$ cat src/design/decode_pkg.sv
package decode_pkg;

  parameter int lanes_default = 2;
  parameter int xlen = 32;

  // ~~~~~~~~~~~~~~~~~~~~
  // instruction word views

  typedef struct packed {
    logic [6:0] funct7;
    logic [4:0] rs2;
    logic [4:0] rs1;
    logic [2:0] funct3;
    logic [4:0] rd;
    logic [6:0] opcode;
  } r_view_t;

  // r4 form used by fused multiply-add, funct7 split into rs3 and fmt
  typedef struct packed {
    logic [4:0] rs3;
    logic [1:0] fmt;
    logic [4:0] rs2;
    logic [4:0] rs1;
    logic [2:0] rm;
    logic [4:0] rd;
    logic [6:0] opcode;
  } r4_view_t;

  typedef union packed {
    r_view_t  r_view;
    r4_view_t r4_view;
  } instr_word_u;

  // ~~~~~~~~~~~~~~~~~~~~
  // encodings

  typedef enum logic [6:0] {
    opc_load     = 7'b0000011,
    opc_store    = 7'b0100011,
    opc_op_imm   = 7'b0010011,
    opc_op       = 7'b0110011,
    opc_lui      = 7'b0110111,
    opc_auipc    = 7'b0010111,
    opc_jal      = 7'b1101111,
    opc_jalr     = 7'b1100111,
    opc_branch   = 7'b1100011,
    opc_load_fp  = 7'b0000111,
    opc_store_fp = 7'b0100111,
    opc_op_fp    = 7'b1010011,
    opc_madd     = 7'b1000011
  } opcode_e;

  typedef enum logic [4:0] {
    alu_add, alu_sub, alu_sll, alu_slt, alu_sltu, alu_xor, alu_srl, alu_sra,
    alu_or, alu_and, alu_mul, alu_mulh, alu_mulhsu, alu_mulhu, alu_div,
    alu_divu, alu_rem, alu_remu, alu_pass
  } alu_op_e;

  typedef enum logic [2:0] {
    fpu_none, fpu_fadd, fpu_fsub, fpu_fmul, fpu_fmadd, fpu_fmv_x_w, fpu_fmv_w_x
  } fpu_op_e;

  // ~~~~~~~~~~~~~~~~~~~~
  // decoded results

  typedef struct packed {
    logic wren;
    logic rden1;
    logic rden2;
    logic alu;
    logic lui;
    logic auipc;
    logic jal;
    logic jalr;
    logic branch;
    logic load;
    logic store;
    logic fwren; // fp register file write
    logic frden1;
    logic frden2;
    logic frden3;
    logic fload;
    logic fstore;
    logic fpu;
  } op_flags_t;

  typedef struct packed {
    logic            recognised;
    logic [xlen-1:0] imm;
    op_flags_t       flags;
    alu_op_e         alu_op;
  } int_dec_t;

  typedef struct packed {
    logic            recognised;
    logic [xlen-1:0] imm;
    op_flags_t       flags;
    fpu_op_e         fpu_op;
    logic [2:0]      rm;
    logic [1:0]      fmt;
  } fp_dec_t;

  typedef struct packed {
    logic            valid;
    logic            exception;
    logic [xlen-1:0] pc;
    logic [xlen-1:0] npc;
    logic [xlen-1:0] instr;
    logic [4:0]      waddr;
    logic [4:0]      raddr1;
    logic [4:0]      raddr2;
    logic [4:0]      raddr3;
    logic [xlen-1:0] imm;
    op_flags_t       flags;
    alu_op_e         alu_op;
    fpu_op_e         fpu_op;
    logic [2:0]      rm;
    logic [1:0]      fmt;
  } lane_t;

  typedef struct packed {
    logic            taken;
    logic [xlen-1:0] target;
  } pred_t;

  typedef struct packed {
    logic            present;
    logic [xlen-1:0] pc;
    logic [xlen-1:0] npc;
    instr_word_u     word;
  } raw_lane_t;

  localparam lane_t lane_init = '0;
  localparam pred_t pred_init = '0;

endpackage

$ cat src/design/fetch_split.sv
module fetch_split
  import decode_pkg::*;
#(
  parameter int num_lanes = lanes_default
) (
  input  logic                            fetch_ready,
  input  logic [xlen-1:0]                 fetch_pc,
  input  logic [num_lanes-1:0][xlen-1:0]  fetch_data,
  output raw_lane_t [num_lanes-1:0]       split
);

  // one slot per word, word i sits at packet pc + 4*i
  always_comb begin
    logic [xlen-1:0] lane_pc;
    lane_pc = '0;
    for (int i = 0; i < num_lanes; i++) begin
      lane_pc = fetch_pc + (xlen'(i) << 2);
      split[i].present = fetch_ready;
      split[i].pc = lane_pc;
      split[i].npc = lane_pc + xlen'(4);
      // a dead packet feeds zeros so the decoders settle on a known word
      split[i].word = fetch_ready ? fetch_data[i] : '0;
    end
  end

endmodule

$ cat src/design/int_decoder.sv
module int_decoder
  import decode_pkg::*;
(
  input  instr_word_u word,
  output int_dec_t    result
);

  logic [xlen-1:0] bits;
  logic [xlen-1:0] imm_i;
  logic [xlen-1:0] imm_s;
  logic [xlen-1:0] imm_b;
  logic [xlen-1:0] imm_u;
  logic [xlen-1:0] imm_j;
  logic [6:0]      f7;
  logic [2:0]      f3;

  assign bits = word;
  assign f7 = word.r_view.funct7;
  assign f3 = word.r_view.funct3;

  // ~~~~~~~~~~~~~~~~~~~~
  // immediate formats
  assign imm_i = {{20{bits[31]}}, bits[31:20]};
  assign imm_s = {{20{bits[31]}}, bits[31:25], bits[11:7]};
  assign imm_b = {{19{bits[31]}}, bits[31], bits[7], bits[30:25], bits[11:8], 1'b0};
  assign imm_u = {bits[31:12], 12'b0};
  assign imm_j = {{11{bits[31]}}, bits[31], bits[19:12], bits[20], bits[30:21], 1'b0};

  always_comb begin
    result = '0;
    result.alu_op = alu_add;
    case (word.r_view.opcode)
      opc_lui: begin
        result.recognised = 1'b1;
        result.imm = imm_u;
        result.flags.wren = 1'b1;
        result.flags.lui = 1'b1;
        result.alu_op = alu_pass;
      end
      opc_auipc: begin
        result.recognised = 1'b1;
        result.imm = imm_u;
        result.flags.wren = 1'b1;
        result.flags.auipc = 1'b1;
      end
      opc_jal: begin
        result.recognised = 1'b1;
        result.imm = imm_j;
        result.flags.wren = 1'b1; // rd of x0 still flagged, the regfile drops it
        result.flags.jal = 1'b1;
      end
      opc_jalr: begin
        result.recognised = (f3 == 3'b000);
        result.imm = imm_i;
        result.flags.wren = 1'b1;
        result.flags.rden1 = 1'b1;
        result.flags.jalr = 1'b1;
      end
      opc_branch: begin
        result.recognised = (f3 != 3'b010) && (f3 != 3'b011);
        result.imm = imm_b;
        result.flags.rden1 = 1'b1;
        result.flags.rden2 = 1'b1;
        result.flags.branch = 1'b1;
        // beq/bne compare by subtraction, the rest by set-less-than
        if (f3[2:1] == 2'b11) begin
          result.alu_op = alu_sltu;
        end else if (f3[2]) begin
          result.alu_op = alu_slt;
        end else begin
          result.alu_op = alu_sub;
        end
      end
      opc_load: begin
        result.recognised = (f3 != 3'b011) && (f3 != 3'b110) && (f3 != 3'b111);
        result.imm = imm_i;
        result.flags.wren = 1'b1;
        result.flags.rden1 = 1'b1;
        result.flags.load = 1'b1;
      end
      opc_store: begin
        result.recognised = (f3[2] == 1'b0) && (f3 != 3'b011);
        result.imm = imm_s;
        result.flags.rden1 = 1'b1;
        result.flags.rden2 = 1'b1;
        result.flags.store = 1'b1;
      end
      opc_op_imm: begin
        result.recognised = 1'b1;
        result.imm = imm_i;
        result.flags.wren = 1'b1;
        result.flags.rden1 = 1'b1;
        result.flags.alu = 1'b1;
        case (f3)
          3'b000: result.alu_op = alu_add;
          3'b010: result.alu_op = alu_slt;
          3'b011: result.alu_op = alu_sltu;
          3'b100: result.alu_op = alu_xor;
          3'b110: result.alu_op = alu_or;
          3'b111: result.alu_op = alu_and;
          3'b001: begin
            result.alu_op = alu_sll;
            result.recognised = (f7 == 7'b0000000);
          end
          default: begin // shift right, funct7 picks arithmetic or logical
            result.alu_op = f7[5] ? alu_sra : alu_srl;
            result.recognised = (f7 == 7'b0000000) || (f7 == 7'b0100000);
          end
        endcase
      end
      opc_op: begin
        result.recognised = 1'b1;
        result.flags.wren = 1'b1;
        result.flags.rden1 = 1'b1;
        result.flags.rden2 = 1'b1;
        result.flags.alu = 1'b1;
        case (f7)
          7'b0000000: begin
            case (f3)
              3'b000: result.alu_op = alu_add;
              3'b001: result.alu_op = alu_sll;
              3'b010: result.alu_op = alu_slt;
              3'b011: result.alu_op = alu_sltu;
              3'b100: result.alu_op = alu_xor;
              3'b101: result.alu_op = alu_srl;
              3'b110: result.alu_op = alu_or;
              default: result.alu_op = alu_and;
            endcase
          end
          7'b0100000: begin
            result.alu_op = (f3 == 3'b101) ? alu_sra : alu_sub;
            result.recognised = (f3 == 3'b000) || (f3 == 3'b101);
          end
          7'b0000001: begin
            case (f3) // M extension
              3'b000: result.alu_op = alu_mul;
              3'b001: result.alu_op = alu_mulh;
              3'b010: result.alu_op = alu_mulhsu;
              3'b011: result.alu_op = alu_mulhu;
              3'b100: result.alu_op = alu_div;
              3'b101: result.alu_op = alu_divu;
              3'b110: result.alu_op = alu_rem;
              default: result.alu_op = alu_remu;
            endcase
          end
          default: result.recognised = 1'b0;
        endcase
      end
      default: result.recognised = 1'b0;
    endcase
  end

endmodule

$ cat src/design/fp_decoder.sv
module fp_decoder
  import decode_pkg::*;
(
  input  instr_word_u word,
  output fp_dec_t     result
);

  logic [xlen-1:0] bits;
  logic            rm_reserved;
  logic            single_fmt;
  logic            move_form;

  assign bits = word;
  assign rm_reserved = (word.r4_view.rm == 3'd5) || (word.r4_view.rm == 3'd6);
  assign single_fmt = (word.r4_view.fmt == 2'b00);
  // moves have no rs2 and a fixed zero rm
  assign move_form = (word.r4_view.rs2 == 5'd0) && (word.r4_view.rm == 3'b000);

  always_comb begin
    result = '0;
    result.rm = word.r4_view.rm;
    result.fmt = word.r4_view.fmt;
    case (word.r4_view.opcode)
      opc_load_fp: begin
        result.recognised = (word.r4_view.rm == 3'b010); // width field, word only
        result.imm = {{20{bits[31]}}, bits[31:20]};
        result.flags.rden1 = 1'b1;
        result.flags.fwren = 1'b1;
        result.flags.fload = 1'b1;
      end
      opc_store_fp: begin
        result.recognised = (word.r4_view.rm == 3'b010);
        result.imm = {{20{bits[31]}}, bits[31:25], bits[11:7]};
        result.flags.rden1 = 1'b1;
        result.flags.frden2 = 1'b1;
        result.flags.fstore = 1'b1;
      end
      opc_op_fp: begin
        result.flags.fpu = 1'b1;
        case (word.r4_view.rs3) // funct5
          5'b00000, 5'b00001, 5'b00010: begin
            result.recognised = single_fmt && !rm_reserved;
            result.flags.fwren = 1'b1;
            result.flags.frden1 = 1'b1;
            result.flags.frden2 = 1'b1;
            if (word.r4_view.rs3[1]) begin
              result.fpu_op = fpu_fmul;
            end else begin
              result.fpu_op = word.r4_view.rs3[0] ? fpu_fsub : fpu_fadd;
            end
          end
          5'b11100: begin
            result.recognised = single_fmt && move_form;
            result.flags.wren = 1'b1;
            result.flags.frden1 = 1'b1;
            result.fpu_op = fpu_fmv_x_w;
          end
          5'b11110: begin
            result.recognised = single_fmt && move_form;
            result.flags.rden1 = 1'b1;
            result.flags.fwren = 1'b1;
            result.fpu_op = fpu_fmv_w_x;
          end
          default: result.recognised = 1'b0;
        endcase
      end
      opc_madd: begin
        result.recognised = single_fmt && !rm_reserved;
        result.flags.fwren = 1'b1;
        result.flags.frden1 = 1'b1;
        result.flags.frden2 = 1'b1;
        result.flags.frden3 = 1'b1;
        result.flags.fpu = 1'b1;
        result.fpu_op = fpu_fmadd;
      end
      default: result.recognised = 1'b0;
    endcase
  end

endmodule

$ cat src/design/decode_lane.sv
module decode_lane
  import decode_pkg::*;
(
  input  raw_lane_t raw,
  output lane_t     lane
);

  int_dec_t int_res;
  fp_dec_t  fp_res;

  int_decoder u_int_decoder (
    .word   (raw.word),
    .result (int_res)
  );

  fp_decoder u_fp_decoder (
    .word   (raw.word),
    .result (fp_res)
  );

  always_comb begin
    lane = lane_init;
    if (raw.present) begin
      lane.valid = 1'b1;
      lane.pc = raw.pc;
      lane.npc = raw.npc;
      lane.instr = raw.word;
      lane.waddr = raw.word.r_view.rd;
      lane.raddr1 = raw.word.r_view.rs1;
      lane.raddr2 = raw.word.r_view.rs2;
      lane.raddr3 = raw.word.r4_view.rs3;
      if (fp_res.recognised) begin // fp wins on overlap
        lane.imm = fp_res.imm;
        lane.flags = fp_res.flags;
        lane.fpu_op = fp_res.fpu_op;
        lane.rm = fp_res.rm;
        lane.fmt = fp_res.fmt;
        lane.alu_op = alu_pass;
      end else if (int_res.recognised) begin
        lane.imm = int_res.imm;
        lane.flags = int_res.flags;
        lane.alu_op = int_res.alu_op;
      end else begin
        lane.exception = 1'b1; // illegal word, flags stay clear
      end
    end
  end

endmodule

$ cat src/design/decode_register.sv
module decode_register
  import decode_pkg::*;
#(
  parameter int num_lanes = lanes_default
) (
  input  logic                   clock,
  input  logic                   reset,
  input  lane_t [num_lanes-1:0]  lanes_in,
  input  pred_t                  fetch_pred,
  input  logic                   halt,
  input  logic                   flush,
  output lane_t [num_lanes-1:0]  lanes,
  output pred_t                  pred
);

  lane_t [num_lanes-1:0] lanes_next;
  pred_t                 pred_next;
  logic                  drop;

  // ~~~~~~~~~~~~~~~~~~~~
  // next state

  // the issue side refetches a halted packet, so it is dropped like a flushed one
  assign drop = flush || halt;

  always_comb begin
    for (int i = 0; i < num_lanes; i++) begin
      lanes_next[i] = drop ? lane_init : lanes_in[i];
    end
  end

  // keep the prediction that belongs to the packet fetch will present again
  assign pred_next = halt ? pred : fetch_pred;

  // ~~~~~~~~~~~~~~~~~~~~
  // output register

  always_ff @(posedge clock) begin
    if (!reset) begin
      lanes <= '0;
      pred <= pred_init;
    end else begin
      lanes <= lanes_next;
      pred <= pred_next;
    end
  end

endmodule

$ cat src/design/decode_stage.sv
module decode_stage
  import decode_pkg::*;
#(
  parameter int num_lanes = lanes_default
) (
  input  logic                           clock,
  input  logic                           reset,
  input  logic                           fetch_ready,
  input  logic [xlen-1:0]                fetch_pc,
  input  logic [num_lanes-1:0][xlen-1:0] fetch_data,
  input  pred_t                          fetch_pred,
  input  logic                           halt,
  input  logic                           flush,
  output lane_t [num_lanes-1:0]          lanes,
  output pred_t                          pred
);

  raw_lane_t [num_lanes-1:0] split;
  lane_t     [num_lanes-1:0] decoded;

  fetch_split #(.num_lanes(num_lanes)) u_fetch_split (
    .fetch_ready (fetch_ready),
    .fetch_pc    (fetch_pc),
    .fetch_data  (fetch_data),
    .split       (split)
  );

  for (genvar g = 0; g < num_lanes; g++) begin : g_lane
    decode_lane u_decode_lane (
      .raw  (split[g]),
      .lane (decoded[g])
    );
  end

  decode_register #(.num_lanes(num_lanes)) u_decode_register (
    .clock      (clock),
    .reset      (reset),
    .lanes_in   (decoded),
    .fetch_pred (fetch_pred),
    .halt       (halt),
    .flush      (flush),
    .lanes      (lanes),
    .pred       (pred)
  );

endmodule

$ cat config.mk
export PLATFORM = sky130hd
export DESIGN_NAME = decode_stage
export DESIGN_NICKNAME = d
export VERILOG_FILES = /design/src/design/decode_pkg.sv /design/src/design/fetch_split.sv /design/src/design/int_decoder.sv /design/src/design/fp_decoder.sv /design/src/design/decode_lane.sv /design/src/design/decode_register.sv /design/src/design/decode_stage.sv
export SDC_FILE = /design/constraint.sdc
export NUM_CORES = 1
export LEC_CHECK = 0
export BUFFER_PORTS_ARGS = -buffer_cell sky130_fd_sc_hd__buf_4
export CAP_MARGIN = 10
export CORE_UTILIZATION = 30
export CTS_CLUSTER_DIAMETER = 80
export DETAILED_ROUTE_END_ITERATION = 8
export PLACE_DENSITY = 0.65
export REMOVE_ABC_BUFFERS = 1
export SYNTH_ARGS = -nofsm -noshare
export SYNTH_HDL_FRONTEND = slang
export SYNTH_SLANG_ARGS = --single-unit
export TNS_END_PERCENT = 50
$ cat constraint.sdc
create_clock -name clock -period 3.7 [get_ports clock]
set_input_delay 0.74 -clock clock [delete_from_list [all_inputs] [get_ports clock]]
set_output_delay 0.74 -clock clock [all_outputs]
set_load 0.01 [all_outputs]
==> key figures <==
Clock tree
  – CTS tree: yes
  – CTS root buf: clkbuf_16
  – Post-CTS resize count: 0
  – Reg clk slew, reported paths: around 0.06 ns
  – Hold Buf Count CTS: 0
  – Num CTS Buffers: 37
  – Postcts setup bufs: 0
  – Longest Clk Path Bufs: 3
  – H-tree depth: 2
  – Clock tree sinks: about 320
  – Clk_lat worst skew: about 0.54 ns

Setup path
  – CP required: between 4 and 5 ns
  – Cell family with most CP delay: simple AND/OR/NAND/NOR gates
  – Worst setup EP type: flip-flop
  – Crit-path max FO: 13
  – Worst path bufs/invs: 1
  – Setup CP Type: in2reg
  – Slowest-stage cell, CP: or4_1
  – CP cell instances: buf_4 -> ha_1 -> nand3_1 -> nor3_4 -> nand4_1 -> xor2_1 -> or4_1 -> nor4_2 -> mux2_2
  – Worst path max stage delay: around 0.54 ns
  – Startpoint Class: input port
  – CP arrival: around 3.3 ns

Die
  – Die Y: between 200 and 250 um
  – Rows: 76
  – Initial core utilization: between 30 and 40%
  – Total core area: roughly 43000 um^2
  – Die area: 44400 um^2
  – Die width: 211 um
  – # IOs: approximately 530

Global routing
  – First-pass GRT wire length: a little over 70000 um
  – Vias in the first global route: about 12000
  – Largest net degree at the start of global routing: 55
  – Total gr overflow: 0
  – Antenna violations before repair: 1
  – Total Routing Usage GR: approximately a fifth

Detailed routing
  – Vias/cell: approximately 5
  – WL met1: roughly 20000 um
  – DR WL met2: between 20000 and 25000 um
  – Top sig layer: met4
  – Post-DRT Antenna Nets: 0
  – First drt pass iteration count: 5
  – WL/cell: between 15 and 20 um
  – Residual DRC: 0
  – Vias: between 10000 and 15000
  – Initial DRC Count: around 800
  – Met3 WL: roughly 4300 um
  – Final wirelength: around 49000 um

Timing
  – Period utilisation layout: 76.9%
  – Setup Skew: 0 ns
  – RSZ-0062 raised after global routing: false
  – Final Hold Fails: 0
  – Slew margin rel.: 48.0%
  – Fin worst setup slack: about 0.85 ns
  – Final Max Slew Viols: 0
  – Setup violators final: 0
  – Peak Freq: ~350 MHz
  – Worst Tran Pin Value: 0.780 ns
  – Crit path time final: about 2.8 ns

Synthesis
  – Synth warnings: 0
  – Asr flop ratio synth: 0%
  – Synth top area share: between 40 and 50%
  – Yosys reg bits: between 300 and 400
  – Library cells used by synthesis: 86
  – Mean Syn Cell Area: roughly 9.1 um^2
  – Synth area leader: dfxtp_1
  – Most used flip-flop cell after synthesis: dfxtp_1
  – Post-synthesis sequential area ratio: between 40 and 50%
  – Synth area leaders: dfxtp_1 (49%), buf_4 (4.8%), nor2_1 (4.4%)
  – Synthesized instance count: 1435
  – Number of flops mapped to enable cells by yosys: 0
  – Cell Area, Synth: roughly 13000 um^2

Power
  – PwrDens: roughly 420 nW/um^2
  – Max IR drop VDD: 0.292 mV
  – Static Leak: 0.00804 uW

Cells and area
  – Fraction of layout cells with a size suffix above 1: between 30 and 40%
  – Layout Nets: around 2000
  – Fin cells: roughly 2500
  – Area delta synth->final: 40.3%
  – Fillers: 4294
  – Final Instance Area: about 18000 um^2

Hold path
  – Worst Hold Class: in2reg

Place
  – RePlAce Congestion: between 0.9 and 1
  – Area post-placement: ~17000 um^2
  – Detailed placement HPWL: between 30000 and 40000 um
  – Post-placement cell count: 2420
  – Dpl ws: between 0.3 and 0.4 ns
  – IO Port Bufs: 528

Status
  – Status: complete, no violations

Run
  – Max Cap Viol: 0
-- state kept, by name (all words and copies together) (netlist names) --
signal and count:
u_decode_register.lanes 284, u_decode_register.pred 33
-- worst paths after layout --
| check | startpoint | to | slack (ns) | cells after the start |
|---|---|---|---|---|
| min reg2reg | u_decode_register.pred[19] | u_decode_register.pred[19] | 0.52 | 2 |
| max | fetch_pc[2] | u_decode_register.lanes[327] | 0.85 | 9 |
| max reg2reg | u_decode_register.pred[21] | u_decode_register.pred[21] | 3.08 | 2 |
| min | fetch_data[18] | u_decode_register.lanes[76] | 0.41 | 2 |
-- synthesized netlist by cell type, types with 18 or more instances --
library cell,n
xor2_1,23
nor2_1,154
inv_1,23
xnor2_1,18
nor4_1,27
and2_1,87
nor3_1,34
o21ai_0,71
nand3_1,29
a21oi_1,59
a31oi_1,22
buf_4,84
nor2b_1,42
clkbuf_1,65
mux2i_1,38
dfxtp_1,317
nand2_1,74
-- cell usage in the layout (no fill, tap or decap), drive strengths merged, types with 16 or more instances in the layout --
cell type,instances
nand4,16
and2,88
a31oi,23
a21oi,59
nand2b,17
clkbuf,56
xnor2,18
nand2,74
nand3,31
xor2,23
buf,574
inv,26
nor2b,42
mux2i,38
nor3,36
nor2,155
dfxtp,317
o21ai,80
nor4,30
-- metal layers --
layer  track usage [%]  vias up
met5                 0        -
met4              7.25        0
met3              6.21       77
met2              35.1      583
met1              25.4     5888
li1                  -     5780
-- cell families (layout without fill, tap and decap cells) --
| kind of cell | after synthesis | count (layout) | synth area share (%) |
|---|---|---|---|
| AOI/OAI and AO/OA | 277 | 277 | 13.8 |
| xor gates and xnor gates | 41 | 41 | 2.75 |
| adders and majority gates | 4 | 4 | 0.383 |
| buffers and inverters | 197 | 664 | 8.34 |
| DFF | 317 | 317 | 48.5 |
| muxes | 42 | 42 | 3.28 |
| other | 0 | 1 | 0 |
| and+or+nand+nor | 557 | 557 | 22.9 |
-- power by group --
| group | total [uW] | internal (uW) | switching, uW |
|---|---|---|---|
| combinational | 671 | 288 | 382 |
| clock | 3590 | 2150 | 1440 |
| sequential | 3490 | 3470 | 25.2 |
| total | 7760 | 5900 | 1850 |
-- worst reg2reg max path, delay by kind of cell, from the launching register on --
| family | cells | cell delay (ns) |
|---|---|---|
| DFF | 1 | 0.34 |
| muxes | 1 | 0.08 |
| and+or+nand+nor | 1 | 0.14 |
-- layout make-up --
class	instances	area (um^2)	area share, %
well taps	585	732	3.99
multi-input cells	921	5660	30.9
diodes	1	2.50	0.0136
clock buffers	56	1070	5.83
flip-flops and latches	317	6350	34.6
clock inverters	11	123	0.669
repair buffers	574	4320	23.6
inverters	23	87.6	0.478
-- through the flow --
step / utilization (%) / TNS, ns / hold slack, ns / total power (uW)
2_1_floorplan: - / -279.05 / 0.545 / 3800
3_3_place_gp: 39.8 / 0 / 0.501 / 4230
3_5_place_dp: 39.8 / 0 / 0.508 / 4230
4_1_cts: 42.6 / 0 / 0.378 / 7860
5_1_grt: 42.6 / 0 / 0.393 / 8040
6_report: 42.6 / 0 / 0.410 / 7760
(Power assumes the default switching activity.)
